--- config.mk ---
export PLATFORM = sky130hd
export DESIGN_NAME = cpu_core
export DESIGN_NICKNAME = d
export VERILOG_FILES = /design/src/hdl/cpu_pkg.sv /design/src/hdl/fetch_unit.sv /design/src/hdl/inst_decoder.sv /design/src/hdl/reg_file.sv /design/src/hdl/alu.sv /design/src/hdl/control_fsm.sv /design/src/hdl/cpu_core.sv
export VERILOG_INCLUDE_DIRS = /design/src /design/src/hdl
export SDC_FILE = /design/constraint.sdc
export NUM_CORES = 2
export LEC_CHECK = 0
export BUFFER_PORTS_ARGS = -buffer_cell sky130_fd_sc_hd__buf_4
export CAP_MARGIN = 15
export CORE_MARGIN = 2
export CORE_UTILIZATION = 63
export CTS_BUF_LIST = sky130_fd_sc_hd__clkbuf_16
export DETAILED_ROUTE_END_ITERATION = 8
export PLACE_DENSITY = 0.84
export RECOVER_POWER = 50
export SLEW_MARGIN = 20
export SYNTH_ARGS = -nofsm -noshare
export SYNTH_HDL_FRONTEND = slang
export SYNTH_SLANG_ARGS = --single-unit
--- constraint.sdc ---
create_clock -name clk -period 5.5 [get_ports clk]
set_clock_uncertainty 0.2 [all_clocks]
set_input_delay 1.375 -clock clk [delete_from_list [all_inputs] [get_ports clk]]
set_output_delay 1.375 -clock clk [all_outputs]
set_load 0.02 [all_outputs]
--- src/hdl/cpu_defines.svh ---
`ifndef CPU_DEFINES_SVH
`define CPU_DEFINES_SVH

// Data path and address width.
`define CPU_XLEN 32

// Architectural register file.
`define CPU_REG_COUNT 32
`define CPU_REG_AW 5

// Address of the first instruction fetched after reset.
`define CPU_RESET_PC 32'h0000_0000

`endif

--- src/hdl/cpu_pkg.sv ---
`default_nettype none

package cpu_pkg;

    // One instruction word, seen as R-type fields or as the U-type layout.
    typedef union packed {
        struct packed {
            logic [6:0] funct7;
            logic [4:0] rs2;
            logic [4:0] rs1;
            logic [2:0] funct3;
            logic [4:0] rd;
            logic [6:0] opcode;
        } r;
        struct packed {
            logic [19:0] imm_hi;
            logic [4:0]  rd;
            logic [6:0]  opcode;
        } u;
    } inst_u;

    typedef enum logic [6:0] {
        OP_LUI    = 7'b0110111,
        OP_IMM    = 7'b0010011,
        OP_REG    = 7'b0110011,
        OP_BRANCH = 7'b1100011
    } opcode_e;

    typedef enum logic [2:0] {
        INST_TYPE_NONE    = 3'd0,
        INST_TYPE_IMM     = 3'd1,
        INST_TYPE_INT_IMM = 3'd2,
        INST_TYPE_INT_REG = 3'd3,
        INST_TYPE_BRANCH  = 3'd4
    } inst_type_e;

    typedef enum logic [3:0] {
        ALU_ADD    = 4'd0,
        ALU_SUB    = 4'd1,
        ALU_SLT    = 4'd2,
        ALU_XOR    = 4'd3,
        ALU_OR     = 4'd4,
        ALU_AND    = 4'd5,
        ALU_PASS_B = 4'd6,
        ALU_EQ     = 4'd7,
        ALU_NE     = 4'd8
    } alu_op_e;

    typedef enum logic [1:0] {
        FETCH_S = 2'd0,
        LOAD_S  = 2'd1,
        EXEC_S  = 2'd2,
        WB_S    = 2'd3
    } ctrl_state_e;

endpackage

`default_nettype wire

--- src/hdl/fetch_unit.sv ---
`timescale 1ns/1ps
`default_nettype none
`include "cpu_defines.svh"

module fetch_unit (
    input  logic                 clk,
    input  logic                 rst,
    input  logic                 i_fetch_start,
    input  logic [`CPU_XLEN-1:0] i_pc,
    input  logic                 i_ir_addr_ready,
    input  logic                 i_ir_data_valid,
    input  logic [`CPU_XLEN-1:0] i_ir_data,
    output logic                 o_ir_addr_valid,
    output logic [`CPU_XLEN-1:0] o_ir_addr,
    output logic                 o_ir_data_ready,
    output logic                 o_fetch_done,
    output logic [`CPU_XLEN-1:0] o_inst
);

    logic                 addr_pend;
    logic                 data_pend;
    logic                 data_xfer;
    logic [`CPU_XLEN-1:0] req_addr;
    logic [`CPU_XLEN-1:0] inst_q;

    assign data_xfer = data_pend && i_ir_data_valid;

    // Only one request in flight, so a start while busy is ignored.
    always_ff @(posedge clk) begin
        if (rst) begin
            addr_pend <= 1'b0;
            data_pend <= 1'b0;
        end else begin
            if (i_fetch_start && !addr_pend && !data_pend) begin
                addr_pend <= 1'b1;
            end
            if (addr_pend && i_ir_addr_ready) begin
                addr_pend <= 1'b0;
                data_pend <= 1'b1; // Ready rises only after the address is taken.
            end
            if (data_xfer) begin
                data_pend <= 1'b0;
            end
        end
    end

    always_ff @(posedge clk) begin
        if (i_fetch_start && !addr_pend && !data_pend) begin
            req_addr <= i_pc;
        end
        if (data_xfer) begin
            inst_q <= i_ir_data;
        end
    end

    assign o_ir_addr_valid = addr_pend;
    assign o_ir_addr       = req_addr;
    assign o_ir_data_ready = data_pend;
    assign o_fetch_done    = data_xfer;
    // The word is forwarded in the transfer cycle so the decoder can take it at once.
    assign o_inst          = data_xfer ? i_ir_data : inst_q;

endmodule

`default_nettype wire

--- src/hdl/inst_decoder.sv ---
`timescale 1ns/1ps
`default_nettype none
`include "cpu_defines.svh"

module inst_decoder import cpu_pkg::*; (
    input  logic                   clk,
    input  logic                   rst,
    input  logic                   i_inst_valid,
    input  inst_u                  i_inst,
    output logic [`CPU_REG_AW-1:0] o_rs1,
    output logic [`CPU_REG_AW-1:0] o_rs2,
    output logic [`CPU_REG_AW-1:0] o_rd,
    output logic [`CPU_XLEN-1:0]   o_imm,
    output inst_type_e             o_inst_type,
    output alu_op_e                o_alu_op,
    output logic                   o_use_imm,
    output logic                   o_writes_rd
);

    inst_type_e           dec_type;
    alu_op_e              dec_op;
    logic                 dec_use_imm;
    logic                 dec_writes;
    logic [`CPU_XLEN-1:0] imm_i;
    logic [`CPU_XLEN-1:0] imm_b;
    logic [`CPU_XLEN-1:0] imm_u;

    assign imm_i = {{20{i_inst.r.funct7[6]}}, i_inst.r.funct7, i_inst.r.rs2};
    assign imm_b = {{19{i_inst.r.funct7[6]}}, i_inst.r.funct7[6], i_inst.r.rd[0],
                    i_inst.r.funct7[5:0], i_inst.r.rd[4:1], 1'b0};
    assign imm_u = {i_inst.u.imm_hi, 12'b0};

    always_comb begin
        dec_type    = INST_TYPE_NONE;
        dec_op      = ALU_ADD;
        dec_use_imm = 1'b0;
        dec_writes  = 1'b0;
        case (opcode_e'(i_inst.r.opcode))
            OP_LUI: begin
                dec_type    = INST_TYPE_IMM;
                dec_op      = ALU_PASS_B;
                dec_use_imm = 1'b1;
                dec_writes  = 1'b1;
            end
            OP_IMM: begin
                dec_use_imm = 1'b1;
                dec_writes  = 1'b1;
                dec_type    = INST_TYPE_INT_IMM;
                case (i_inst.r.funct3)
                    3'b000: dec_op = ALU_ADD;
                    3'b010: dec_op = ALU_SLT;
                    3'b100: dec_op = ALU_XOR;
                    3'b110: dec_op = ALU_OR;
                    3'b111: dec_op = ALU_AND;
                    default: begin
                        dec_type    = INST_TYPE_NONE; // Shifts and SLTIU are not supported.
                        dec_use_imm = 1'b0;
                        dec_writes  = 1'b0;
                    end
                endcase
            end
            OP_REG: begin
                dec_type   = INST_TYPE_INT_REG;
                dec_writes = 1'b1;
                case ({i_inst.r.funct7, i_inst.r.funct3})
                    10'b0000000_000: dec_op = ALU_ADD;
                    10'b0100000_000: dec_op = ALU_SUB;
                    10'b0000000_010: dec_op = ALU_SLT;
                    10'b0000000_100: dec_op = ALU_XOR;
                    10'b0000000_110: dec_op = ALU_OR;
                    10'b0000000_111: dec_op = ALU_AND;
                    default: begin
                        dec_type   = INST_TYPE_NONE;
                        dec_writes = 1'b0;
                    end
                endcase
            end
            OP_BRANCH: begin
                dec_type = INST_TYPE_BRANCH;
                case (i_inst.r.funct3)
                    3'b000:  dec_op = ALU_EQ;
                    3'b001:  dec_op = ALU_NE;
                    default: dec_type = INST_TYPE_NONE;
                endcase
            end
            default: ;
        endcase
    end

    always_ff @(posedge clk) begin
        if (rst) begin
            o_inst_type <= INST_TYPE_NONE;
            o_alu_op    <= ALU_ADD;
            o_use_imm   <= 1'b0;
            o_writes_rd <= 1'b0;
        end else if (i_inst_valid) begin
            o_inst_type <= dec_type;
            o_alu_op    <= dec_op;
            o_use_imm   <= dec_use_imm;
            o_writes_rd <= dec_writes;
        end
    end

    always_ff @(posedge clk) begin
        if (i_inst_valid) begin
            o_rs1 <= i_inst.r.rs1;
            o_rs2 <= i_inst.r.rs2;
            o_rd  <= i_inst.u.rd;
            if (opcode_e'(i_inst.u.opcode) == OP_LUI) begin
                o_imm <= imm_u;
            end else if (opcode_e'(i_inst.r.opcode) == OP_BRANCH) begin
                o_imm <= imm_b;
            end else begin
                o_imm <= imm_i;
            end
        end
    end

endmodule

`default_nettype wire

--- src/hdl/reg_file.sv ---
`timescale 1ns/1ps
`default_nettype none
`include "cpu_defines.svh"

module reg_file (
    input  logic                   clk,
    input  logic                   rst,
    input  logic                   i_rs1_en,
    input  logic [`CPU_REG_AW-1:0] i_rs1,
    input  logic                   i_rs2_en,
    input  logic [`CPU_REG_AW-1:0] i_rs2,
    input  logic                   i_rd_en,
    input  logic [`CPU_REG_AW-1:0] i_rd,
    input  logic [`CPU_XLEN-1:0]   i_rd_din,
    output logic [`CPU_XLEN-1:0]   o_rs1_dout,
    output logic [`CPU_XLEN-1:0]   o_rs2_dout
);

    logic [`CPU_XLEN-1:0] regs [0:`CPU_REG_COUNT-1];

    // Entry zero is cleared by reset and never written, so x0 reads zero.
    always_ff @(posedge clk) begin
        if (rst) begin
            for (int i = 0; i < `CPU_REG_COUNT; i++) begin
                regs[i] <= '0;
            end
        end else if (i_rd_en && (i_rd != '0)) begin
            regs[i_rd] <= i_rd_din;
        end
    end

    // An idle read port returns zero on the next cycle.
    always_ff @(posedge clk) begin
        if (rst) begin
            o_rs1_dout <= '0;
            o_rs2_dout <= '0;
        end else begin
            o_rs1_dout <= i_rs1_en ? regs[i_rs1] : '0;
            o_rs2_dout <= i_rs2_en ? regs[i_rs2] : '0;
        end
    end

endmodule

`default_nettype wire

--- src/hdl/alu.sv ---
`timescale 1ns/1ps
`default_nettype none
`include "cpu_defines.svh"

module alu import cpu_pkg::*; (
    input  alu_op_e              i_op,
    input  logic [`CPU_XLEN-1:0] i_a,
    input  logic [`CPU_XLEN-1:0] i_b,
    output logic [`CPU_XLEN-1:0] o_result,
    output logic                 o_cond
);

    logic slt;

    assign slt = $signed(i_a) < $signed(i_b);

    always_comb begin
        o_result = '0;
        o_cond   = 1'b0;
        case (i_op)
            ALU_ADD:    o_result = i_a + i_b;
            ALU_SUB:    o_result = i_a - i_b;
            ALU_SLT:    o_result = {{(`CPU_XLEN-1){1'b0}}, slt};
            ALU_XOR:    o_result = i_a ^ i_b;
            ALU_OR:     o_result = i_a | i_b;
            ALU_AND:    o_result = i_a & i_b;
            ALU_PASS_B: o_result = i_b; // LUI carries its value in the immediate.
            ALU_EQ:     o_cond   = (i_a == i_b);
            ALU_NE:     o_cond   = (i_a != i_b);
            default: ;
        endcase
    end

endmodule

`default_nettype wire

--- src/hdl/control_fsm.sv ---
`timescale 1ns/1ps
`default_nettype none
`include "cpu_defines.svh"

module control_fsm import cpu_pkg::*; (
    input  logic                   clk,
    input  logic                   rst,
    input  logic                   i_fetch_done,
    input  logic [`CPU_REG_AW-1:0] i_rs1_from_dec,
    input  logic [`CPU_REG_AW-1:0] i_rs2_from_dec,
    input  inst_type_e             i_inst_type,
    input  logic                   i_use_imm,
    input  logic                   i_writes_rd,
    input  logic [`CPU_REG_AW-1:0] i_rd,
    input  logic [`CPU_XLEN-1:0]   i_imm,
    input  logic [`CPU_XLEN-1:0]   i_rs2_dout,
    input  logic [`CPU_XLEN-1:0]   i_alu_result,
    input  logic                   i_alu_cond,
    output logic                   o_fetch_start,
    output logic [`CPU_XLEN-1:0]   o_pc,
    output logic                   o_rs1_en,
    output logic                   o_rs2_en,
    output logic [`CPU_XLEN-1:0]   o_alu_b,
    output logic                   o_rd_en,
    output logic [`CPU_XLEN-1:0]   o_rd_din
);

    ctrl_state_e          state;
    ctrl_state_e          state_next;
    logic                 dec_ready;
    logic                 read_issue;
    logic                 reads_rs1;
    logic                 reads_rs2;
    logic [`CPU_XLEN-1:0] pc;
    logic [`CPU_XLEN-1:0] result_q;
    logic                 cond_q;

    always_comb begin
        case (state)
            FETCH_S: state_next = LOAD_S;
            LOAD_S:  state_next = dec_ready ? EXEC_S : LOAD_S;
            EXEC_S:  state_next = WB_S;
            WB_S:    state_next = FETCH_S;
            default: state_next = FETCH_S;
        endcase
    end

    always_ff @(posedge clk) begin
        if (rst) begin
            state     <= FETCH_S;
            dec_ready <= 1'b0;
            pc        <= `CPU_RESET_PC;
        end else begin
            state     <= state_next;
            dec_ready <= (state == LOAD_S) && i_fetch_done; // Decoder output is valid next cycle.
            if (state == WB_S) begin
                if ((i_inst_type == INST_TYPE_BRANCH) && cond_q) begin
                    pc <= pc + i_imm;
                end else begin
                    pc <= pc + 32'd4;
                end
            end
        end
    end

    // The result is held through WB so the read ports are free to go idle.
    always_ff @(posedge clk) begin
        if (state == EXEC_S) begin
            result_q <= i_alu_result;
            cond_q   <= i_alu_cond;
        end
    end

    assign read_issue = (state == LOAD_S) && dec_ready;
    assign reads_rs1  = (i_inst_type == INST_TYPE_INT_IMM) ||
                        (i_inst_type == INST_TYPE_INT_REG) ||
                        (i_inst_type == INST_TYPE_BRANCH);
    assign reads_rs2  = !i_use_imm && (i_inst_type != INST_TYPE_NONE);

    // x0 needs no array access since an idle port returns zero.
    assign o_rs1_en = read_issue && reads_rs1 && (i_rs1_from_dec != '0);
    assign o_rs2_en = read_issue && reads_rs2 && (i_rs2_from_dec != '0);

    assign o_fetch_start = (state == FETCH_S);
    assign o_pc          = pc;
    assign o_alu_b       = i_use_imm ? i_imm : i_rs2_dout;
    assign o_rd_en       = (state == WB_S) && i_writes_rd && (i_rd != '0);
    assign o_rd_din      = result_q;

endmodule

`default_nettype wire

--- src/hdl/cpu_core.sv ---
`timescale 1ns/1ps
`default_nettype none
`include "cpu_defines.svh"

module cpu_core import cpu_pkg::*; (
    input  logic                   clk,
    input  logic                   rst,
    input  logic                   i_ir_addr_ready,
    input  logic                   i_ir_data_valid,
    input  logic [`CPU_XLEN-1:0]   i_ir_data,
    output logic                   o_ir_addr_valid,
    output logic [`CPU_XLEN-1:0]   o_ir_addr,
    output logic                   o_ir_data_ready,
    output logic                   o_wb_valid,
    output logic [`CPU_REG_AW-1:0] o_wb_rd,
    output logic [`CPU_XLEN-1:0]   o_wb_data
);

    logic                   fetch_start;
    logic                   fetch_done;
    logic [`CPU_XLEN-1:0]   pc;
    logic [`CPU_XLEN-1:0]   inst;
    logic [`CPU_REG_AW-1:0] rs1;
    logic [`CPU_REG_AW-1:0] rs2;
    logic [`CPU_REG_AW-1:0] rd;
    logic [`CPU_XLEN-1:0]   imm;
    inst_type_e             inst_type;
    alu_op_e                alu_op;
    logic                   use_imm;
    logic                   writes_rd;
    logic                   rs1_en;
    logic                   rs2_en;
    logic [`CPU_XLEN-1:0]   rs1_dout;
    logic [`CPU_XLEN-1:0]   rs2_dout;
    logic [`CPU_XLEN-1:0]   alu_b;
    logic [`CPU_XLEN-1:0]   alu_result;
    logic                   alu_cond;
    logic                   rd_en;
    logic [`CPU_XLEN-1:0]   rd_din;

    control_fsm control (
        .clk            (clk),
        .rst            (rst),
        .i_fetch_done   (fetch_done),
        .i_rs1_from_dec (rs1),
        .i_rs2_from_dec (rs2),
        .i_inst_type    (inst_type),
        .i_use_imm      (use_imm),
        .i_writes_rd    (writes_rd),
        .i_rd           (rd),
        .i_imm          (imm),
        .i_rs2_dout     (rs2_dout),
        .i_alu_result   (alu_result),
        .i_alu_cond     (alu_cond),
        .o_fetch_start  (fetch_start),
        .o_pc           (pc),
        .o_rs1_en       (rs1_en),
        .o_rs2_en       (rs2_en),
        .o_alu_b        (alu_b),
        .o_rd_en        (rd_en),
        .o_rd_din       (rd_din)
    );

    fetch_unit fetch (
        .clk             (clk),
        .rst             (rst),
        .i_fetch_start   (fetch_start),
        .i_pc            (pc),
        .i_ir_addr_ready (i_ir_addr_ready),
        .i_ir_data_valid (i_ir_data_valid),
        .i_ir_data       (i_ir_data),
        .o_ir_addr_valid (o_ir_addr_valid),
        .o_ir_addr       (o_ir_addr),
        .o_ir_data_ready (o_ir_data_ready),
        .o_fetch_done    (fetch_done),
        .o_inst          (inst)
    );

    inst_decoder idec (
        .clk          (clk),
        .rst          (rst),
        .i_inst_valid (fetch_done),
        .i_inst       (inst),
        .o_rs1        (rs1),
        .o_rs2        (rs2),
        .o_rd         (rd),
        .o_imm        (imm),
        .o_inst_type  (inst_type),
        .o_alu_op     (alu_op),
        .o_use_imm    (use_imm),
        .o_writes_rd  (writes_rd)
    );

    reg_file regfile (
        .clk        (clk),
        .rst        (rst),
        .i_rs1_en   (rs1_en),
        .i_rs1      (rs1),
        .i_rs2_en   (rs2_en),
        .i_rs2      (rs2),
        .i_rd_en    (rd_en),
        .i_rd       (rd),
        .i_rd_din   (rd_din),
        .o_rs1_dout (rs1_dout),
        .o_rs2_dout (rs2_dout)
    );

    alu alu0 (
        .i_op     (alu_op),
        .i_a      (rs1_dout),
        .i_b      (alu_b),
        .o_result (alu_result),
        .o_cond   (alu_cond)
    );

    // The register file write port doubles as the writeback trace.
    assign o_wb_valid = rd_en;
    assign o_wb_rd    = rd;
    assign o_wb_data  = rd_din;

endmodule

`default_nettype wire

==> metrics.txt <==
status=complete, but fails checks; failing checks=capacitance limit, slew limit; PnR worst setup slack=0.01769 ns; core area=0.1105 sq mm; RSZ-0062 raised after global routing=no; Hold Slack=0.2445 ns; # nets final=5250; DRC viols=0; Final Util=69.89%; H-tree levels=4; register area=0.03696 sq mm; Max IR drop VDD=0.2717 mV; Yosys cell types=80; critical path class=input pin to flop; placed instance area=0.07296 sq mm; fill count=7097; initial antenna violation count=9; CP most frequent cell=clkbuf_1; gr ovfl total=0; Initial DRC Count=7721; Starting Density=63.38%; most frequent cells in the layout=1136 x edfxtp_1, 650 x and2_1, 640 x mux4_2; Setup TNS=0 ns; Rows=122; critical path capture point type=flop; hold_buf cts=0; wire length per cell=34.27 um; register area share after synthesis=52.76%; total power=22.16 mW; Yosys top cell area share=48.70%; largest net degree at the start of global routing=119; Slew @ Worst Pin=3.440 ns; Area Overhead vs Synth=10.27%; FFs w/ async S/R, synth=0%; startpoint type of the worst setup path=input pin; vias in the first global route=48800; min Tclk post-route=5.482 ns; Die Span Y=337.4 um; number of I/O pins=108; IO Port Bufs=107; worst path bufs/invs=3; full die area=0.1139 sq mm; Max-slew headroom=-129.3%; Final Wtd Congestion=1.010; synth top area cells=edfxtp_1 49%, mux4_2 21%, and2_1 8.9%, dfxtp_1 4.1%, ha_1 2.4%; WL final=229000 um; HPWL Detailed=140200 um; Mapped Avg Cell Area=13.84 sq um; later-pin clock latency in the skew report=0.80 ns; total CTS buffers=137; Multi-input gate area=0.03123 sq mm; via count=48580; # clock sinks=1278; critical path arrival=5.75 ns; Crit-path slowest cell=clkbuf_1; Routed Antenna Nets=0; CP cell instances=clkbuf_1 > clkbuf_1 > or2_2 > buf_4; commonest non-fill, non-tap cell in the layout=edfxtp_1; Ys Warns=0; P_leak=27.95 nW; EDFF count, synth=1136; drt via density=7.269; Hold Crit Class=flop to flop; pwr dens=286.9 mW/mm^2; TritonRoute pass-1 iters=7; Slew Limit Fails=291; first-pass GRT wire length=330100 um; CTS root buf=clkbuf_16; Final period util=99.68%; Crit path largest cell delay=2.39 ns; Setup Buffers After CTS=0; Placed Cells=6422; CTS tree=built; CP max FO=53; gr usage total=40.89%; worst-case clock buffer depth=3; Synth Flop Type=edfxtp_1; design area=0.07724 sq mm; Max Cap Violations=9; fmax=0.1824 GHz; fin cells=6683; Syn Inst Count=5060; Chip Width=337.4 um; #FFs+latches synth=1278; layout cells sized above 1=22.41%; synthesized area=0.07004 sq mm; cts repair resizes=0; final number of setup-violating endpoints=0; final hold vios=0; worst path required time=5.77 ns; dpl ws=0.7263 ns; clk slew on worst S/H paths=0.06 ns; critical path's top delay family=buffers and inverters; Yosys top cell by area=edfxtp_1
==> synthesized netlist by cell type, types with 20 or more instances <==
cell type and count:
o22ai_1 20, o21ai_0 111, dfxtp_1 142, a211oi_1 27, or2_2 35, mux2i_1 110, clkbuf_1 373, o211ai_1 28
a21oi_1 182, edfxtp_1 1136, buf_1 66, a21o_1 29, nor2_1 264, and2_1 993, nor3_1 55, mux4_2 640
ha_1 136, nand2_1 164, nand3_1 52, xnor2_1 31, inv_1 138, mux2_2 21
==> final timing paths <==
path / endpoint / slack, ns / startpoint / depth (start not counted)
worst min-delay path: fetch.inst_q[1] / 0.24 / fetch.inst_q[1] / 2
worst max register to register: regfile.regs[1][3] / 0.57 / idec.o_rd[3] / 8
worst max-delay path: regfile.regs[20][14] / 0.02 / rst / 4
worst min register to register: fetch.inst_q[1] / 0.24 / fetch.inst_q[1] / 2
==> metal layers <==
| layer | vias up | track usage, % | part of all wire (%) |
|---|---|---|---|
| li1 | 19200 | - | - |
| met1 | 24040 | 52.32 | 33 |
| met2 | 4350 | 62.65 | 46 |
| met3 | 985 | 12.40 | 14 |
| met4 | 6 | 23.28 | 6.4 |
| met5 | - | 0.6809 | 0.049 |
==> power breakdown <==
part / internal [mW] / switching, mW
sequential: 10.9 / 0.210
combinational: 0.632 / 0.956
clock: 5.37 / 4.04
total: 17.0 / 5.20
==> registers in the layout, summed over array words and instances, names as in the netlist, 5 cells and up, named ones only <==
signal	flops
regfile.regs	1024
control.o_pc	32
control.o_rd_din	32
fetch.inst_q	32
fetch.o_ir_addr	32
idec.o_imm	32
regfile.o_rs1_dout	32
regfile.o_rs2_dout	32
idec.o_rd	5
idec.o_rs1	5
idec.o_rs2	5
==> tightest hold or removal path, cell delays in order (launching register included) <==
cell	delay, ns
dfxtp_1	0.31
nand2_1	0.05
nand2_1	0.04
==> cell type report <==
cell class	instances	share of cell area, %
flip-flops and latches	1278	47.85
multi-input cells	3229	40.43
diodes	9	0.02916
well taps	1488	2.411
clock buffers	147	4.763
repair buffers	291	2.720
clock inverters	103	1.123
inverters	138	0.6707
==> cells by family (layout without fill, tap and decap cells) <==
| logic type | count (synthesis) | in the layout | share of synthesized area (%) |
|---|---|---|---|
| AO/OA/AOI/OAI | 562 | 562 | 5.122 |
| XOR/XNOR | 44 | 44 | 0.5502 |
| other | 1 | 41 | 0.005354 |
| buffers and inverters | 584 | 679 | 3.151 |
| flip-flops | 1278 | 1278 | 52.76 |
| multiplexers | 771 | 771 | 22.49 |
| AND/OR/NAND/NOR | 1681 | 1681 | 13.40 |
| adder cells (fa/ha/maj) | 139 | 139 | 2.515 |
Power figures use the tool's default switching activity.
